### src/rtl/hispi_cfg.svh
// receiver configuration for a 4-lane HiSPi sensor, Packetized-SP, 10-bit pixels
// the window and run lengths only suit 10-bit pixels from an 8-bit deserializer
`ifndef HISPI_CFG_SVH
`define HISPI_CFG_SVH

// ----------------------------------------
// lane and word geometry
// ----------------------------------------
`define HISPI_LANES       4   // data lanes from the sensor
`define HISPI_BYTE_W      8   // deserializer output width
`define HISPI_PIX_W       10  // one pixel per lane word

// ----------------------------------------
// sync search
// ----------------------------------------
// window of five words, 50 bits, wide enough to hold the zero run at any phase
`define HISPI_WIN_WORDS   5
// two all-zero words of the sync header, 3FF 000 000 code
`define HISPI_SYNC_ZEROS  20

// ----------------------------------------
// reset
// ----------------------------------------
// cycles px_reset stays high once idelay_rdy has passed the synchronizer
`define HISPI_RST_HOLD    32

`endif

### src/rtl/hispi_pkg.sv
// shared types for the HiSPi pixel receiver
// lane 0 sits in the low slice of every per-lane bus
package hispi_pkg;

  `include "hispi_cfg.svh"

  // ----------------------------------------
  // per-lane buses
  // ----------------------------------------
  typedef struct packed {
    logic [`HISPI_LANES-1:0][`HISPI_BYTE_W-1:0] lane;  // first received bit in bit 7
  } lane_bytes_t;

  typedef struct packed {
    logic [`HISPI_LANES-1:0][`HISPI_PIX_W-1:0] lane;   // first received bit in bit 9
  } lane_words_t;

  // one-cycle pulses from the sync decoder
  typedef struct packed {
    logic sof;
    logic sol;
    logic eol;
    logic eof;
    logic error;
  } sync_flags_t;

  // ----------------------------------------
  // sync code word
  // ----------------------------------------
  localparam int CODE_W = 3;  // code field sits in the last received bits

  localparam logic [CODE_W-1:0] CODE_SOL = 3'b001;
  localparam logic [CODE_W-1:0] CODE_SOF = 3'b011;
  localparam logic [CODE_W-1:0] CODE_EOL = 3'b101;
  localparam logic [CODE_W-1:0] CODE_EOF = 3'b111;

  // 4th header word, seen raw for debug or split for decode
  typedef union packed {
    logic [`HISPI_PIX_W-1:0] raw;
    struct packed {
      logic [`HISPI_PIX_W-CODE_W-1:0] hdr;   // upper bits, ignored by decode
      logic [CODE_W-1:0]              code;
    } fld;
  } sync_word_u;

  // width of the reset hold counter
  localparam int RST_CNT_W = $clog2(`HISPI_RST_HOLD + 1);

endpackage

### src/rtl/phy_reset_seq.sv
// idelay_rdy is async, active low; px_reset leaves reset HISPI_RST_HOLD + 2 clocks
// after idelay_rdy rises
`timescale 1ns/1ps
`include "hispi_cfg.svh"

module phy_reset_seq
  import hispi_pkg::*;
(
  input  logic clk_out_pix,
  input  logic idelay_rdy,
  output logic px_reset,        // internal reset, active high
  output logic reset_sync_out   // same level, for the image pipeline
);

  logic [1:0]           rdy_sync;  // two-flop synchronizer on the release edge
  logic [RST_CNT_W-1:0] hold_cnt;  // counts down once the release is synced

  always_ff @(posedge clk_out_pix or negedge idelay_rdy) begin
    if (!idelay_rdy) begin
      rdy_sync <= '0;
      hold_cnt <= RST_CNT_W'(`HISPI_RST_HOLD);
      px_reset <= 1'b1;
    end else begin
      rdy_sync <= {rdy_sync[0], 1'b1};
      if (!rdy_sync[1]) begin
        // release not through the synchronizer yet
        hold_cnt <= RST_CNT_W'(`HISPI_RST_HOLD);
        px_reset <= 1'b1;
      end else if (hold_cnt != '0) begin
        hold_cnt <= hold_cnt - 1'b1;
        px_reset <= (hold_cnt > RST_CNT_W'(1));  // drops on the last count
      end
    end
  end

  assign reset_sync_out = px_reset;

endmodule

### src/rtl/gearbox_8to10.sv
// 8:10 gearbox, all lanes strobe together so one fill count serves every lane
// no back-pressure; a word appears one clock after the byte that completes it
`timescale 1ns/1ps
`include "hispi_cfg.svh"

module gearbox_8to10
  import hispi_pkg::*;
(
  input  logic        clk_out_pix,
  input  logic        idelay_rdy,
  input  logic        px_reset,
  input  logic        byte_valid,
  input  lane_bytes_t byte_data,
  output logic        word_valid,
  output lane_words_t word_data
);

  localparam int PIX_W  = `HISPI_PIX_W;
  localparam int BYTE_W = `HISPI_BYTE_W;
  localparam int ACC_W  = PIX_W + BYTE_W - 1;  // at most 9 left over plus a new byte
  localparam int FILL_W = $clog2(ACC_W + 1);

  logic [ACC_W-1:0]  acc      [`HISPI_LANES];  // unsent bits, oldest at the top
  logic [ACC_W-1:0]  acc_next [`HISPI_LANES];
  logic [FILL_W-1:0] fill;                      // valid bits in acc, shared by lanes
  logic [FILL_W-1:0] fill_app;                  // fill once the new byte is in
  logic [FILL_W-1:0] fill_next;
  logic [FILL_W-1:0] shamt;                     // bits newer than the outgoing word
  logic              emit;
  lane_words_t       word_next;

  // ----------------------------------------
  // append and extract
  // ----------------------------------------
  always_comb begin
    fill_app  = fill + FILL_W'(BYTE_W);
    emit      = (fill_app >= FILL_W'(PIX_W));
    fill_next = emit ? fill_app - FILL_W'(PIX_W) : fill_app;
    shamt     = emit ? fill_app - FILL_W'(PIX_W) : '0;
    for (int l = 0; l < `HISPI_LANES; l++) begin
      // byte bit 7 arrived first, so it lands just behind the older bits
      acc_next[l] = {acc[l][ACC_W-BYTE_W-1:0], byte_data.lane[l]};
      // oldest ten bits, first received ends up in bit 9
      word_next.lane[l] = PIX_W'(acc_next[l] >> shamt);
    end
  end

  // ----------------------------------------
  // bit store
  // ----------------------------------------
  always_ff @(posedge clk_out_pix) begin
    if (byte_valid && !px_reset) begin
      for (int l = 0; l < `HISPI_LANES; l++) begin
        acc[l] <= acc_next[l];  // bits above fill are stale and never read
      end
    end
    if (byte_valid && emit) begin
      word_data <= word_next;
    end
  end

  // ----------------------------------------
  // fill count and strobe
  // ----------------------------------------
  always_ff @(posedge clk_out_pix or negedge idelay_rdy) begin
    if (!idelay_rdy) begin
      fill       <= '0;
      word_valid <= 1'b0;
    end else if (px_reset) begin
      fill       <= '0;  // bytes during reset are dropped
      word_valid <= 1'b0;
    end else begin
      word_valid <= byte_valid && emit;  // one word per byte at most
      if (byte_valid) begin
        fill <= fill_next;   // 8,16>6,14>4,12>2,10>0: four words per five bytes
      end
    end
  end

endmodule

### src/rtl/sync_aligner.sv
// finds word phase on lane 0 only, all lanes are assumed skew free
// a code word of all zeros would look like part of the run; payload needs a one bit
`timescale 1ns/1ps
`include "hispi_cfg.svh"

module sync_aligner
  import hispi_pkg::*;
(
  input  logic        clk_out_pix,
  input  logic        idelay_rdy,
  input  logic        px_reset,
  input  logic        word_valid,
  input  lane_words_t word_data,
  output lane_words_t pix_data,
  output logic        line_valid,
  output sync_flags_t sync_flags,
  output logic [9:0]  sync_word
);

  localparam int PIX_W = `HISPI_PIX_W;
  localparam int WIN_W = `HISPI_WIN_WORDS * PIX_W;
  localparam int RUN_W = `HISPI_SYNC_ZEROS;
  localparam int PH_W  = $clog2(PIX_W);
  // window bit 0 is the oldest bit; aligned word n starts at OFS + phase + 10n
  localparam int OFS       = 1;
  localparam int CODE_BASE = OFS + (`HISPI_WIN_WORDS - 2) * PIX_W;  // newest full word
  localparam int RUN_BASE  = CODE_BASE + PIX_W - RUN_W;             // one strobe before decode

  logic [WIN_W-1:0] win [`HISPI_LANES];  // last 50 bits per lane, time ordered
  logic             detect;              // zero run seen in lane 0
  logic [PH_W-1:0]  phase;
  logic             det_reg;             // decode pending on next strobe
  logic [PH_W-1:0]  phase_reg;
  logic [3:0]       valid_hist;          // line open over the last four words
  logic             strobe_q;            // window moved last clock
  sync_word_u       code_word;

  // first received bit of a word goes to the lower window index
  function automatic logic [PIX_W-1:0] rev_word(input logic [PIX_W-1:0] w);
    logic [PIX_W-1:0] r;
    for (int k = 0; k < PIX_W; k++) begin
      r[k] = w[PIX_W-1-k];
    end
    return r;
  endfunction

  // ----------------------------------------
  // per-lane window
  // ----------------------------------------
  always_ff @(posedge clk_out_pix or negedge idelay_rdy) begin
    if (!idelay_rdy) begin
      for (int l = 0; l < `HISPI_LANES; l++) win[l] <= '1;  // ones never match a run
    end else if (px_reset) begin
      for (int l = 0; l < `HISPI_LANES; l++) win[l] <= '1;
    end else if (word_valid) begin
      for (int l = 0; l < `HISPI_LANES; l++) begin
        win[l] <= {rev_word(word_data.lane[l]), win[l][WIN_W-1:PIX_W]};
      end
    end
  end

  // phase search, smallest phase = oldest run, which the 3FF word bounds
  always_comb begin
    detect = 1'b0;
    phase  = '0;
    for (int ph = PIX_W - 1; ph >= 0; ph--) begin
      if (win[0][RUN_BASE + ph +: RUN_W] == '0) begin
        detect = 1'b1;
        phase  = PH_W'(ph);
      end
    end
  end

  // code word sits right behind the run once the window has moved once more
  assign code_word.raw = rev_word(PIX_W'(win[0] >> (CODE_BASE + int'(phase_reg))));

  // ----------------------------------------
  // decode and line tracking
  // ----------------------------------------
  always_ff @(posedge clk_out_pix or negedge idelay_rdy) begin
    if (!idelay_rdy) begin
      det_reg    <= 1'b0;
      phase_reg  <= '0;
      valid_hist <= '0;
      strobe_q   <= 1'b0;
      sync_flags <= '0;
    end else if (px_reset) begin
      det_reg    <= 1'b0;
      phase_reg  <= '0;
      valid_hist <= '0;
      strobe_q   <= 1'b0;
      sync_flags <= '0;
    end else begin
      sync_flags <= '0;         // pulses only
      strobe_q   <= word_valid;
      if (word_valid) begin
        det_reg <= detect && !det_reg;  // run still visible one word later, skip it
        if (detect && !det_reg) phase_reg <= phase;
        if (det_reg) begin
          unique case (code_word.fld.code)
            CODE_SOF: begin
              sync_flags.sof <= 1'b1;
              valid_hist     <= 4'b0001;  // payload is the next word in
            end
            CODE_SOL: begin
              sync_flags.sol <= 1'b1;
              valid_hist     <= 4'b0001;
            end
            CODE_EOL: begin
              sync_flags.eol <= 1'b1;
              valid_hist     <= '0;
            end
            CODE_EOF: begin
              sync_flags.eof <= 1'b1;
              valid_hist     <= '0;
            end
            default: begin
              sync_flags.error <= 1'b1;  // bad code, wait for next SOF or SOL
              valid_hist       <= '0;
            end
          endcase
        end else begin
          valid_hist <= {valid_hist[2:0], valid_hist[0]};
        end
      end
    end
  end

  // debug copy of the last decoded code word
  always_ff @(posedge clk_out_pix) begin
    if (word_valid && det_reg) sync_word <= code_word.raw;
  end

  // ----------------------------------------
  // pixel output
  // ----------------------------------------
  always_comb begin
    for (int l = 0; l < `HISPI_LANES; l++) begin
      pix_data.lane[l] = rev_word(PIX_W'(win[l] >> (OFS + int'(phase_reg))));  // oldest word
    end
  end

  // header words reach the oldest slot while det_reg is up, mask them
  assign line_valid = strobe_q && (&valid_hist) && !det_reg;

endmodule

### src/rtl/hispi_phy_top.sv
// HiSPi pixel receiver, bytes come in already deserialized on clk_out_pix
// Packetized-SP, 10-bit pixels only; no back-pressure on any path
`timescale 1ns/1ps

module hispi_phy_top
  import hispi_pkg::*;
(
  input  logic        clk_out_pix,
  input  logic        idelay_rdy,      // async reset, active low
  input  logic        byte_valid,
  input  lane_bytes_t byte_data,
  output lane_words_t pix_data,        // four pixels per line_valid
  output logic        line_valid,
  output sync_flags_t sync_flags,
  output logic [9:0]  sync_word,       // last code word, for debug
  output logic        reset_sync_out
);

  logic        px_reset;
  logic        word_valid;
  lane_words_t word_data;

  // ----------------------------------------
  // reset sequencing
  // ----------------------------------------
  phy_reset_seq u_reset_seq (
    .clk_out_pix    (clk_out_pix),
    .idelay_rdy     (idelay_rdy),
    .px_reset       (px_reset),
    .reset_sync_out (reset_sync_out)
  );

  // ----------------------------------------
  // 8:10 repack
  // ----------------------------------------
  gearbox_8to10 u_gearbox (
    .clk_out_pix (clk_out_pix),
    .idelay_rdy  (idelay_rdy),
    .px_reset    (px_reset),
    .byte_valid  (byte_valid),
    .byte_data   (byte_data),
    .word_valid  (word_valid),
    .word_data   (word_data)
  );

  // ----------------------------------------
  // phase search and sync decode
  // ----------------------------------------
  sync_aligner u_aligner (
    .clk_out_pix (clk_out_pix),
    .idelay_rdy  (idelay_rdy),
    .px_reset    (px_reset),
    .word_valid  (word_valid),
    .word_data   (word_data),
    .pix_data    (pix_data),
    .line_valid  (line_valid),
    .sync_flags  (sync_flags),
    .sync_word   (sync_word)
  );

endmodule

### config.mk
export PLATFORM = sky130hd
export DESIGN_NAME = hispi_phy_top
export DESIGN_NICKNAME = d
export VERILOG_FILES = /design/src/rtl/hispi_pkg.sv /design/src/rtl/phy_reset_seq.sv /design/src/rtl/gearbox_8to10.sv /design/src/rtl/sync_aligner.sv /design/src/rtl/hispi_phy_top.sv
export VERILOG_INCLUDE_DIRS = /design/src /design/src/rtl
export SDC_FILE = /design/constraint.sdc
export NUM_CORES = 1
export LEC_CHECK = 0
export ABC_AREA = 1
export BUFFER_PORTS_ARGS = -buffer_cell sky130_fd_sc_hd__buf_2
export CAP_MARGIN = 20
export CORE_MARGIN = 5
export CORE_UTILIZATION = 40
export DETAILED_ROUTE_END_ITERATION = 12
export GPL_TIMING_DRIVEN = 0
export MAX_ROUTING_LAYER = met4
export PLACE_DENSITY_LB_ADDON = 0.15
export SYNTH_ARGS = -nofsm -noshare
export SYNTH_HDL_FRONTEND = slang
export SYNTH_HIERARCHICAL = 1
export SYNTH_SLANG_ARGS = --single-unit
### constraint.sdc
create_clock -name clk_out_pix -period 5.7 [get_ports clk_out_pix]
set_clock_uncertainty 0.05 [all_clocks]
set_input_delay 0.57 -clock clk_out_pix [delete_from_list [all_inputs] [get_ports clk_out_pix]]
set_output_delay 0.57 -clock clk_out_pix [all_outputs]
set_load 0.005 [all_outputs]
==> metrics, run 1 <==
Worst EP required=5080 ps; Slew Viols, Final=0; Max Fclk=269 MHz; compound-cell area share of the yosys netlist=0.191; # DRC=0; unrepaired setup endpoints after global routing=no; post-synthesis sequential area ratio=0.487; effective utilization at floorplan=0.404; clk_lat worst skew=550 ps; Synth top area share=0.299; Detail Route Antenna Nets=0; Setup crit start kind=register; maximum clock path buffer count=3; Hold Crit Class=in -> reg; DRT Pass-1 Iters=6; hpwl dp=49500 um; # nets final=2324; critical-path maximum fanout=10; final core utilization=0.462; leading cell types by count after synthesis=nand2_1, inv_1, dfstp_2, o21ai_0, a22oi_1; global route overflow=0; setup TNS=0 ps; Final min period=3710 ps; routed via count=15646; htree depth=2; fillcell total=4373; xor-xnor portion of the synthesized cell area=0.000504; GRT Overall Usage=0.269; CTS clock-pin slew for the worst setup and hold paths=60 ps; Yosys reg bits=311; max reg flops=196; number of I/O pins=92; Layout area overhead=14.5%; Worst Path Class, Setup=reg -> out; TritonCTS Sinks=311; main combinational cell family by area after synthesis=simple AND/OR/NAND/NOR gates; share of cells above drive strength 1=0.202; first-pass GRT wire length=95500 um; worst r2r path cells=12; pwr/cell area=257 mW/mm^2; main flop type after synthesis=dfstp_2; P_leak=9.46 nW; final hold vios=0; vias in the first global route=15517; final setup vio count=0; Post-CTS Setup Inserts=0; slew at the pin with the worst max-slew slack=937 ps; die width=218 um; Rel. slew slack=0.373; Adder-Cell Fraction of Synth Area=0.00288; CTS Buf Count=37; mapped cell area=0.0174 sq mm; top flop regs=u_aligner/win: 196 flops, u_gearbox/word_data: 40 flops, u_gearbox/acc: 36 flops; Peak VDD IR=0.279 mV; largest net degree at the start of global routing=116; status=finished, final reports clean; Via-to-Cell Ratio=5.40; CORE AREA=0.0431 sq mm; Synth area leaders=dfstp_2, edfxtp_1, nand2_1; largest register by flop count=u_aligner/win; Hold Path Depth=1; syn nets=2189; Syn Inst Count=2150; Antenna diodes=0; chip height=218 um; post-synth top area cell=dfstp_2; CTS tree=built; count leader, synth=nand2_1; async set or reset register ratio after synthesis=0.723; mux contribution to synthesized area=0.0167; initial antenna violation count=0; EDFF count, synth=86; Routed WL=62900 um; WL/cell=21.7 um; root buffer cell=clkbuf_16; Tcrit/Tclk final=0.651; Crit path arrival time=3090 ps; Placer Congestion=0.996; Setup crit end kind=output pin; drt initial violations=1426; Avg Inst Size Synth=8.09 sq um; Distinct cells, synth=49; Post-Synth Simple-Gate Area=0.199; # rows=76; yosys warns=6; die footprint=0.0477 sq mm; # port buffers=91; Max-Cap Viols=0
-- through the flow --
step           worst slack [ps]  power [W]  instance area (sq um)  hold WS [ps]  instances
2_1_floorplan              2350    0.00266                  17400           224       2150
3_3_place_gp                114    0.00281                  18600           282       2826
3_5_place_dp               2600    0.00282                  18700           286       2830
4_1_cts                    2000    0.00519                  19900           123       2897
5_1_grt                    1880    0.00533                  19900           128       2897
6_report                   1990    0.00511                  19900           151       2897
-- repair_timing --
item | 4_1_cts | 5_1_grt
gates resized for setup | 0 | 0
hold buffers | 1 | 0
endpoints found under the hold margin | 20 | 0
-- layout make-up --
| type | count | area (sq um) | share of cell area |
|---|---|---|---|
| plain buffers | 140 | 677 | 0.0340 |
| clock buffers | 54 | 1140 | 0.0571 |
| clock inverters | 12 | 71.3 | 0.00358 |
| inverters | 296 | 1110 | 0.0558 |
| multi-input cells | 1403 | 7150 | 0.359 |
| flip-flops and latches | 311 | 8460 | 0.425 |
| well taps | 585 | 732 | 0.0368 |
| repair buffers | 96 | 571 | 0.0287 |
-- where the power goes --
part	internal, W	leakage [nW]	switching (W)
Combinational	0.000125	5.61	0.000288
Clock	0.00139	0.605	0.000938
Sequential	0.00235	3.24	0.0000279
-- final timing paths --
path	slack (ps)	to	startpoint
worst max-delay path	1990	pix_data[20]	u_aligner/phase_reg[1]$_DFFE_PN0P_
worst min-delay path	150	u_gearbox/acc[3][7]$_DFFE_PP_	byte_data[31]
worst max register to register	2640	u_gearbox/word_data[22]$_SDFFCE_PN0N_	u_gearbox/fill[1]$_DFFE_PN0P_
worst min register to register	300	u_reset_seq/rdy_sync[1]$_DFF_PN0_	u_reset_seq/rdy_sync[0]$_DFF_PN0_
max in group asynchronous	3930	u_aligner/win[74]$_DFFE_PN1P_	idelay_rdy
min in group asynchronous	390	u_aligner/sync_flags[1]$_DFF_PN0_	idelay_rdy
-- critical path, cell delays in order, from the launching register on --
cell	delay, ps
dfrtp_1	320
buf_2	170
inv_2	90
buf_2	230
buf_2	260
nor2_1	680
o211ai_1	360
o2111ai_1	240
buf_2	170
-- kinds of logic after synthesis --
family | after synthesis
xor gates and xnor gates | 1
other | 1
AOI/OAI and AO/OA | 538
muxes | 29
DFF | 311
and+or+nand+nor | 830
buffers and inverters | 436
adders and majority gates | 4
-- layout by cell type, fill, tap and decap left out, drive strengths merged, types with 2 or more instances in the layout --
master / instances
a21oi: 66
ha: 4
o21ai: 234
a32o: 2
or2: 4
buf: 189
a211oi: 2
nand4: 6
nor3: 6
inv: 297
a22oi: 152
clkbuf: 100
nand2: 532
dfstp: 198
o22ai: 7
nand3: 126
edfxtp: 86
o21bai: 2
o211ai: 42
nand3b: 6
o21a: 4
o2111ai: 6
o221ai: 10
dfrtp: 27
mux2i: 29
a221oi: 4
a31oi: 5
nor2: 150
clkinv: 10
-- metal layers --
layer | up-vias | share of wire | routed length [um] | global-route usage
met5 | - | 0 | 0 | -
met4 | 0 | 0.043 | 2720 | 0.112
met3 | 144 | 0.061 | 3850 | 0.0363
met2 | 625 | 0.48 | 29900 | 0.439
met1 | 7439 | 0.42 | 26400 | 0.340
li1 | 7438 | - | - | -
(Power assumes the default switching activity.)
==> run 2, diff against run 1 <==
==> constraint.sdc (replaced) <==
create_clock -name clk_out_pix -period 3.2 [get_ports clk_out_pix]
set_clock_uncertainty 0.05 [all_clocks]
set_input_delay 0.32 -clock clk_out_pix [delete_from_list [all_inputs] [get_ports clk_out_pix]]
set_output_delay 0.32 -clock clk_out_pix [all_outputs]
set_load 0.005 [all_outputs]
==> run 2 against run 1 <==
Effect of this change: die area stayed put; final area is 2.0% higher; critical path type unchanged; clock power rose by 86%; critical endpoint is now pix_data[19]; clock-buffer cell count fell by 1.
==> metrics, run 2 (synthesis gave the netlist of run 1 again) <==
# port buffers=91; Final min period=3120 ps; routed wl met3=3560 um; Placer Congestion=0.985; CP dominant cell by count=clkbuf_1; R2R Path End=u_gearbox/word_data[22]$_SDFFCE_PN0N_; CP max stage cell=clkbuf_1; Tcrit/Tclk final=0.975; end point of the critical path=pix_data[19]; DRT Pass-1 Iters=6; Worst Path Class, Setup=reg -> out; Reg2Reg Launch Point=u_gearbox/fill[1]$_DFFE_PN0P_; Setup crit end kind=output pin; Antenna diodes=0; worst r2r path cells=12; GRT Overall Usage=0.267; unrepaired setup endpoints after global routing=no; setup TNS=0 ps; hpwl dp=49200 um; number of I/O pins=92; Slew Viols, Final=0; cell-internal power=0.00707 W; first-pass GRT wire length=95100 um; final hold vios=0; Max Fclk=320 MHz; commonest non-fill, non-tap cells in the layout=nand2_1, inv_1, dfstp_2, o21ai_0, a22oi_1; Worst R2R Setup Slack=190 ps; WL/cell=21.3 um; P_leak=9.62 nW; clk_lat worst skew=550 ps; Peak VDD IR=0.408 mV; Clock Power Share=0.464; Max stage delay on crit path=600 ps; Hold Crit Class=in -> async; maximum clock path buffer count=3; met2 WL post-DR=30000 um; critical-path maximum fanout=10; Via-to-Cell Ratio=5.37; share of cells above drive strength 1=0.201; initial antenna violation count=0; chip height=218 um; Setup crit start kind=register; most common cell after layout, fill and taps aside=nand2_1; Routed WL=62500 um; combinational cell fraction of total power=0.083; die width=218 um; wire length on met1=26300 um; CTS tree=built; # rows=76; status=finished, final reports clean; fin worst setup slack=79.5 ps; TritonCTS Sinks=311; FF+latch area=0.00846 sq mm; routed via count=15730; Critical Path, Cell by Cell=buf_4, inv_2, clkbuf_1, clkbuf_1, a31oi_1, buf_2; Crit path arrival time=2750 ps; root buffer cell=clkbuf_16; Net Sw Frac=0.242; Multi-input gate area=0.00717 sq mm; Detail Route Antenna Nets=0; Rel. slew slack=0.463; CTS Buf Count=37; top flop regs=u_aligner/win: 196 flops, u_gearbox/word_data: 40 flops, u_gearbox/acc: 36 flops; slew at the pin with the worst max-slew slack=805 ps; global route overflow=0; Critical Path Source=u_aligner/phase_reg[3]$_DFFE_PN0P_; vias in the first global route=15469; CORE AREA=0.0431 sq mm; die footprint=0.0477 sq mm; effective utilization at floorplan=0.404; CTS clock-pin slew for the worst setup and hold paths=50 ps; fillcell total=4321; switching power=0.00225 W; pwr/cell area=459 mW/mm^2; largest net degree at the start of global routing=122; htree depth=2; pre-CTS setup slack=142 ps; Layout area overhead=16.8%; # nets final=2356; part of the power in registers=0.454; Max-Cap Viols=0; drt initial violations=1550; largest register by flop count=u_aligner/win; cell family with most CP delay=buffers and inverters; max reg flops=196; max layer used=met4; # DRC=0; stages on the worst setup path=6; Worst EP required=2830 ps; Buf/Inv on CP=5; final setup vio count=0
## run 2: cell count changes in the layout (fill, tap and decap cells not counted), sizes merged
cell / previous run / this run
dlygate4sd3: 1 / 33
bufinv: 0 / 3
buf: 189 / 187
clkbuf: 100 / 101
clkinv: 10 / 11
clkinvlp: 1 / 0
## run 2: worst min-delay path by stage
stage / start / end / slack, ps
after CTS: idelay_rdy / u_aligner/sync_flags[4]$_DFF_PN0_ / 90
after global placement: u_reset_seq/rdy_sync[0]$_DFF_PN0_ / u_reset_seq/rdy_sync[1]$_DFF_PN0_ / 280
after detailed placement: idelay_rdy / u_aligner/sync_flags[2]$_DFF_PN0_ / 70
after global routing: idelay_rdy / u_aligner/sync_flags[4]$_DFF_PN0_ / 110
after floorplan: idelay_rdy / u_aligner/det_reg$_DFFE_PN0P_ / -30
final: idelay_rdy / u_aligner/sync_flags[4]$_DFF_PN0_ / 110
## run 2: power by group through the flow
stage / clock network [W] / logic (W) / registers, W
floorplan: 0 / 0.000465 / 0.00428
global placement: 0 / 0.000720 / 0.00429
detailed placement: 0 / 0.000743 / 0.00429
CTS: 0.00443 / 0.000775 / 0.00423
global route: 0.00459 / 0.000868 / 0.00423
finish: 0.00432 / 0.000773 / 0.00423
## run 2: layer usage
metal | vias to the layer above | GRT usage
li1 | 7521 | -
met1 | 7474 | 0.337
met2 | 593 | 0.441
met3 | 142 | 0.0308
met4 | 0 | 0.107
met5 | - | -
## run 2: area by class of cell
class / count / area share
timing repair buffer: 128 / 0.0439
clock inverter: 15 / 0.00776
buffer: 140 / 0.0339
tap: 585 / 0.0360
clock buffer: 53 / 0.0542
inverter: 296 / 0.0547
sequential: 311 / 0.417
multi-input combinational: 1403 / 0.353
## run 2: stage by stage
stage / power (W) / cell area, sq um / utilization / cells / hold WS [ps]
after floorplan: 0.00474 / 17400 / - / 2150 / -25.6
after global placement: 0.00501 / 18600 / 0.431 / 2826 / 284
after detailed placement: 0.00504 / 18700 / 0.434 / 2830 / 69.3
after CTS: 0.00944 / 20300 / 0.471 / 2931 / 85.9
after global routing: 0.00969 / 20300 / 0.472 / 2931 / 107
final: 0.00933 / 20300 / 0.472 / 2931 / 106
## run 2: what timing repair did
item / in CTS / in global routing
setup buffers: 0 / 0
resized for setup: 8 / 10
endpoints found under the setup margin: 21 / 14
hold buffers: 33 / 0
hold endpoints to repair: 47 / 0
==> run 3, diff against run 2 <==
--- a/config.mk
+++ b/config.mk
@@ -9,10 +9,11 @@
 export ABC_AREA = 1
 export BUFFER_PORTS_ARGS = -buffer_cell sky130_fd_sc_hd__buf_2
 export CAP_MARGIN = 20
-export CORE_MARGIN = 5
+export CORE_MARGIN = 8
 export CORE_UTILIZATION = 40
+export CTS_CLUSTER_SIZE = 10
 export DETAILED_ROUTE_END_ITERATION = 12
-export GPL_TIMING_DRIVEN = 0
+export GPL_TIMING_DRIVEN = 1
 export MAX_ROUTING_LAYER = met4
 export PLACE_DENSITY_LB_ADDON = 0.15
 export SYNTH_ARGS = -nofsm -noshare
==> run 3 against run 2 <==
Effect of this change: power decreased by 4.4%; via count down 5.1%; sequential power about the same; register-to-register slack improved by 420 ps; utilization shrank 0.82 points; sequential share of layout area grew 0.85 points; worst setup slack better by 90 ps; first-iteration DRC count rose by 5.3%; clock power shrank 8.3%; combinational power down 5.8%; critical endpoint is now pix_data[30].
==> metrics, run 3 (synthesis gave the netlist of run 1 again) <==
largest net degree at the start of global routing=159; Final min period=3030 ps; switching power=0.00218 W; effective utilization at floorplan=0.405; clk_lat worst skew=550 ps; most common cell after layout, fill and taps aside=nand2_1; CTS tree=built; share of cells above drive strength 1=0.189; part of the power in registers=0.475; Tcrit/Tclk final=0.947; commonest non-fill, non-tap cells in the layout=nand2_1, inv_1, dfstp_2, o21ai_0, a22oi_1; post-layout instance area=0.0199 sq mm; Max-Cap Viols=0; # rows=76; Layout area overhead=14.6%; CTS Buf Count=38; root buffer cell=clkbuf_16; maximum clock path buffer count=3; Multi-input gate area=0.00717 sq mm; pwr/cell area=448 mW/mm^2; chip height=224 um; Max Fclk=330 MHz; setup TNS=0 ps; Setup crit start kind=register; # port buffers=91; Antenna diodes=0; routed via count=14921; initial antenna violation count=0; pre-CTS setup slack=496 ps; Worst R2R Setup Slack=610 ps; R2R Path End=u_gearbox/word_data[9]$_SDFFCE_PP0N_; Placer Congestion=0.968; FF+latch area=0.00847 sq mm; WL/cell=17.5 um; slew at the pin with the worst max-slew slack=809 ps; Slew Viols, Final=0; Detail Route Antenna Nets=0; drt initial violations=1632; die width=224 um; Worst Path Class, Setup=reg -> out; TritonCTS Sinks=311; die footprint=0.0504 sq mm; Reg2Reg Launch Point=u_gearbox/fill[3]$_DFFE_PN0N_; Rel. slew slack=0.461; vias in the first global route=14232; fillcell total=4333; Crit path arrival time=2660 ps; htree depth=2; final hold vios=0; Critical Path Source=u_aligner/phase_reg[1]$_DFFE_PN0P_; Peak VDD IR=0.330 mV; Pwr Total=0.00892 W; GRT Overall Usage=0.201; Via-to-Cell Ratio=5.27; unrepaired setup endpoints after global routing=no; max reg flops=196; # DRC=0; end point of the critical path=pix_data[30]; Routed WL=49400 um; critical-path maximum fanout=31; Net Sw Frac=0.245; CORE AREA=0.0430 sq mm; Worst EP required=2830 ps; final core utilization=0.463; cell-internal power=0.00673 W; final setup vio count=0; CTS clock-pin slew for the worst setup and hold paths=60 ps; worst r2r path cells=10; # nets final=2259; hpwl dp=34500 um; first-pass GRT wire length=79900 um; combinational cell fraction of total power=0.082; top flop regs=u_aligner/win: 196 flops, u_gearbox/word_data: 40 flops, u_gearbox/acc: 36 flops; status=finished, final reports clean; global route overflow=0; Area after DPL=0.0184 sq mm; P_leak=9.36 nW; largest register by flop count=u_aligner/win; Clock Power Share=0.444; DRT Pass-1 Iters=6; number of I/O pins=92; fin worst setup slack=169 ps; Setup crit end kind=output pin; Hold Crit Class=in -> reg
[run 3: area by class of cell]
cell class	instances	share of cell area
multi-input combinational	1403	0.360
clock buffer	63	0.0545
clock inverter	4	0.00195
inverter	296	0.0558
tap	585	0.0368
sequential	311	0.425
timing repair buffer	170	0.0658
[run 3: power groups by stage]
| stage | Clock, W | Sequential (W) | Combinational [W] |
|---|---|---|---|
| 3_5_place_dp | 0 | 0.00430 | 0.000700 |
| 2_1_floorplan | 0 | 0.00428 | 0.000465 |
| 5_1_grt | 0.00424 | 0.00424 | 0.000820 |
| 4_1_cts | 0.00409 | 0.00423 | 0.000732 |
| 6_report | 0.00396 | 0.00423 | 0.000728 |
| 3_3_place_gp | 0 | 0.00430 | 0.000690 |
[run 3: routing by layer]
metal	vias to the layer above	part of all wire	GRT usage	wire length, um
met5	-	0	-	0
met4	0	0.019	0.0513	954
met3	71	0.069	0.0378	3390
met2	559	0.44	0.295	21600
met1	6994	0.48	0.283	23500
li1	7297	-	-	-
[run 3: how the worst min path moves through the flow]
stage                                              to                         startpoint  depth (start not counted)  slack [ps]
floorplan               u_aligner/det_reg$_DFFE_PN0P_                         idelay_rdy                          0         -30
global placement    u_reset_seq/rdy_sync[1]$_DFF_PN0_  u_reset_seq/rdy_sync[0]$_DFF_PN0_                          0         280
detailed placement  u_reset_seq/rdy_sync[1]$_DFF_PN0_  u_reset_seq/rdy_sync[0]$_DFF_PN0_                          0         290
CTS                     u_gearbox/fill[3]$_DFFE_PN0N_                         byte_valid                          4         170
global route            u_gearbox/fill[3]$_DFFE_PN0N_                         byte_valid                          4         180
finish                  u_gearbox/fill[3]$_DFFE_PN0N_                         byte_valid                          4         200
[run 3: metrics by stage]
stage | hold WS [ps] | instances
floorplan | -25.6 | 2150
global placement | 284 | 2730
detailed placement | 293 | 2730
CTS | 165 | 2831
global route | 185 | 2832
finish | 198 | 2832
[run 3: what timing repair did]
item                                   CTS  global route
resized for setup                        0             0
pin swaps                                0             0
hold buffers                            33             0
buffers inserted                         1             1
setup endpoints to repair                3             2
endpoints found under the hold margin   43             0
[run 3: worst max-delay path, cell delays in order (launching register included)]
cell and delay (ps):
dfrtp_2 520, inv_2 400, buf_12 250, mux2i_1 380
mux2i_1 160, nand2_1 110, o2111ai_1 120, buf_2 170
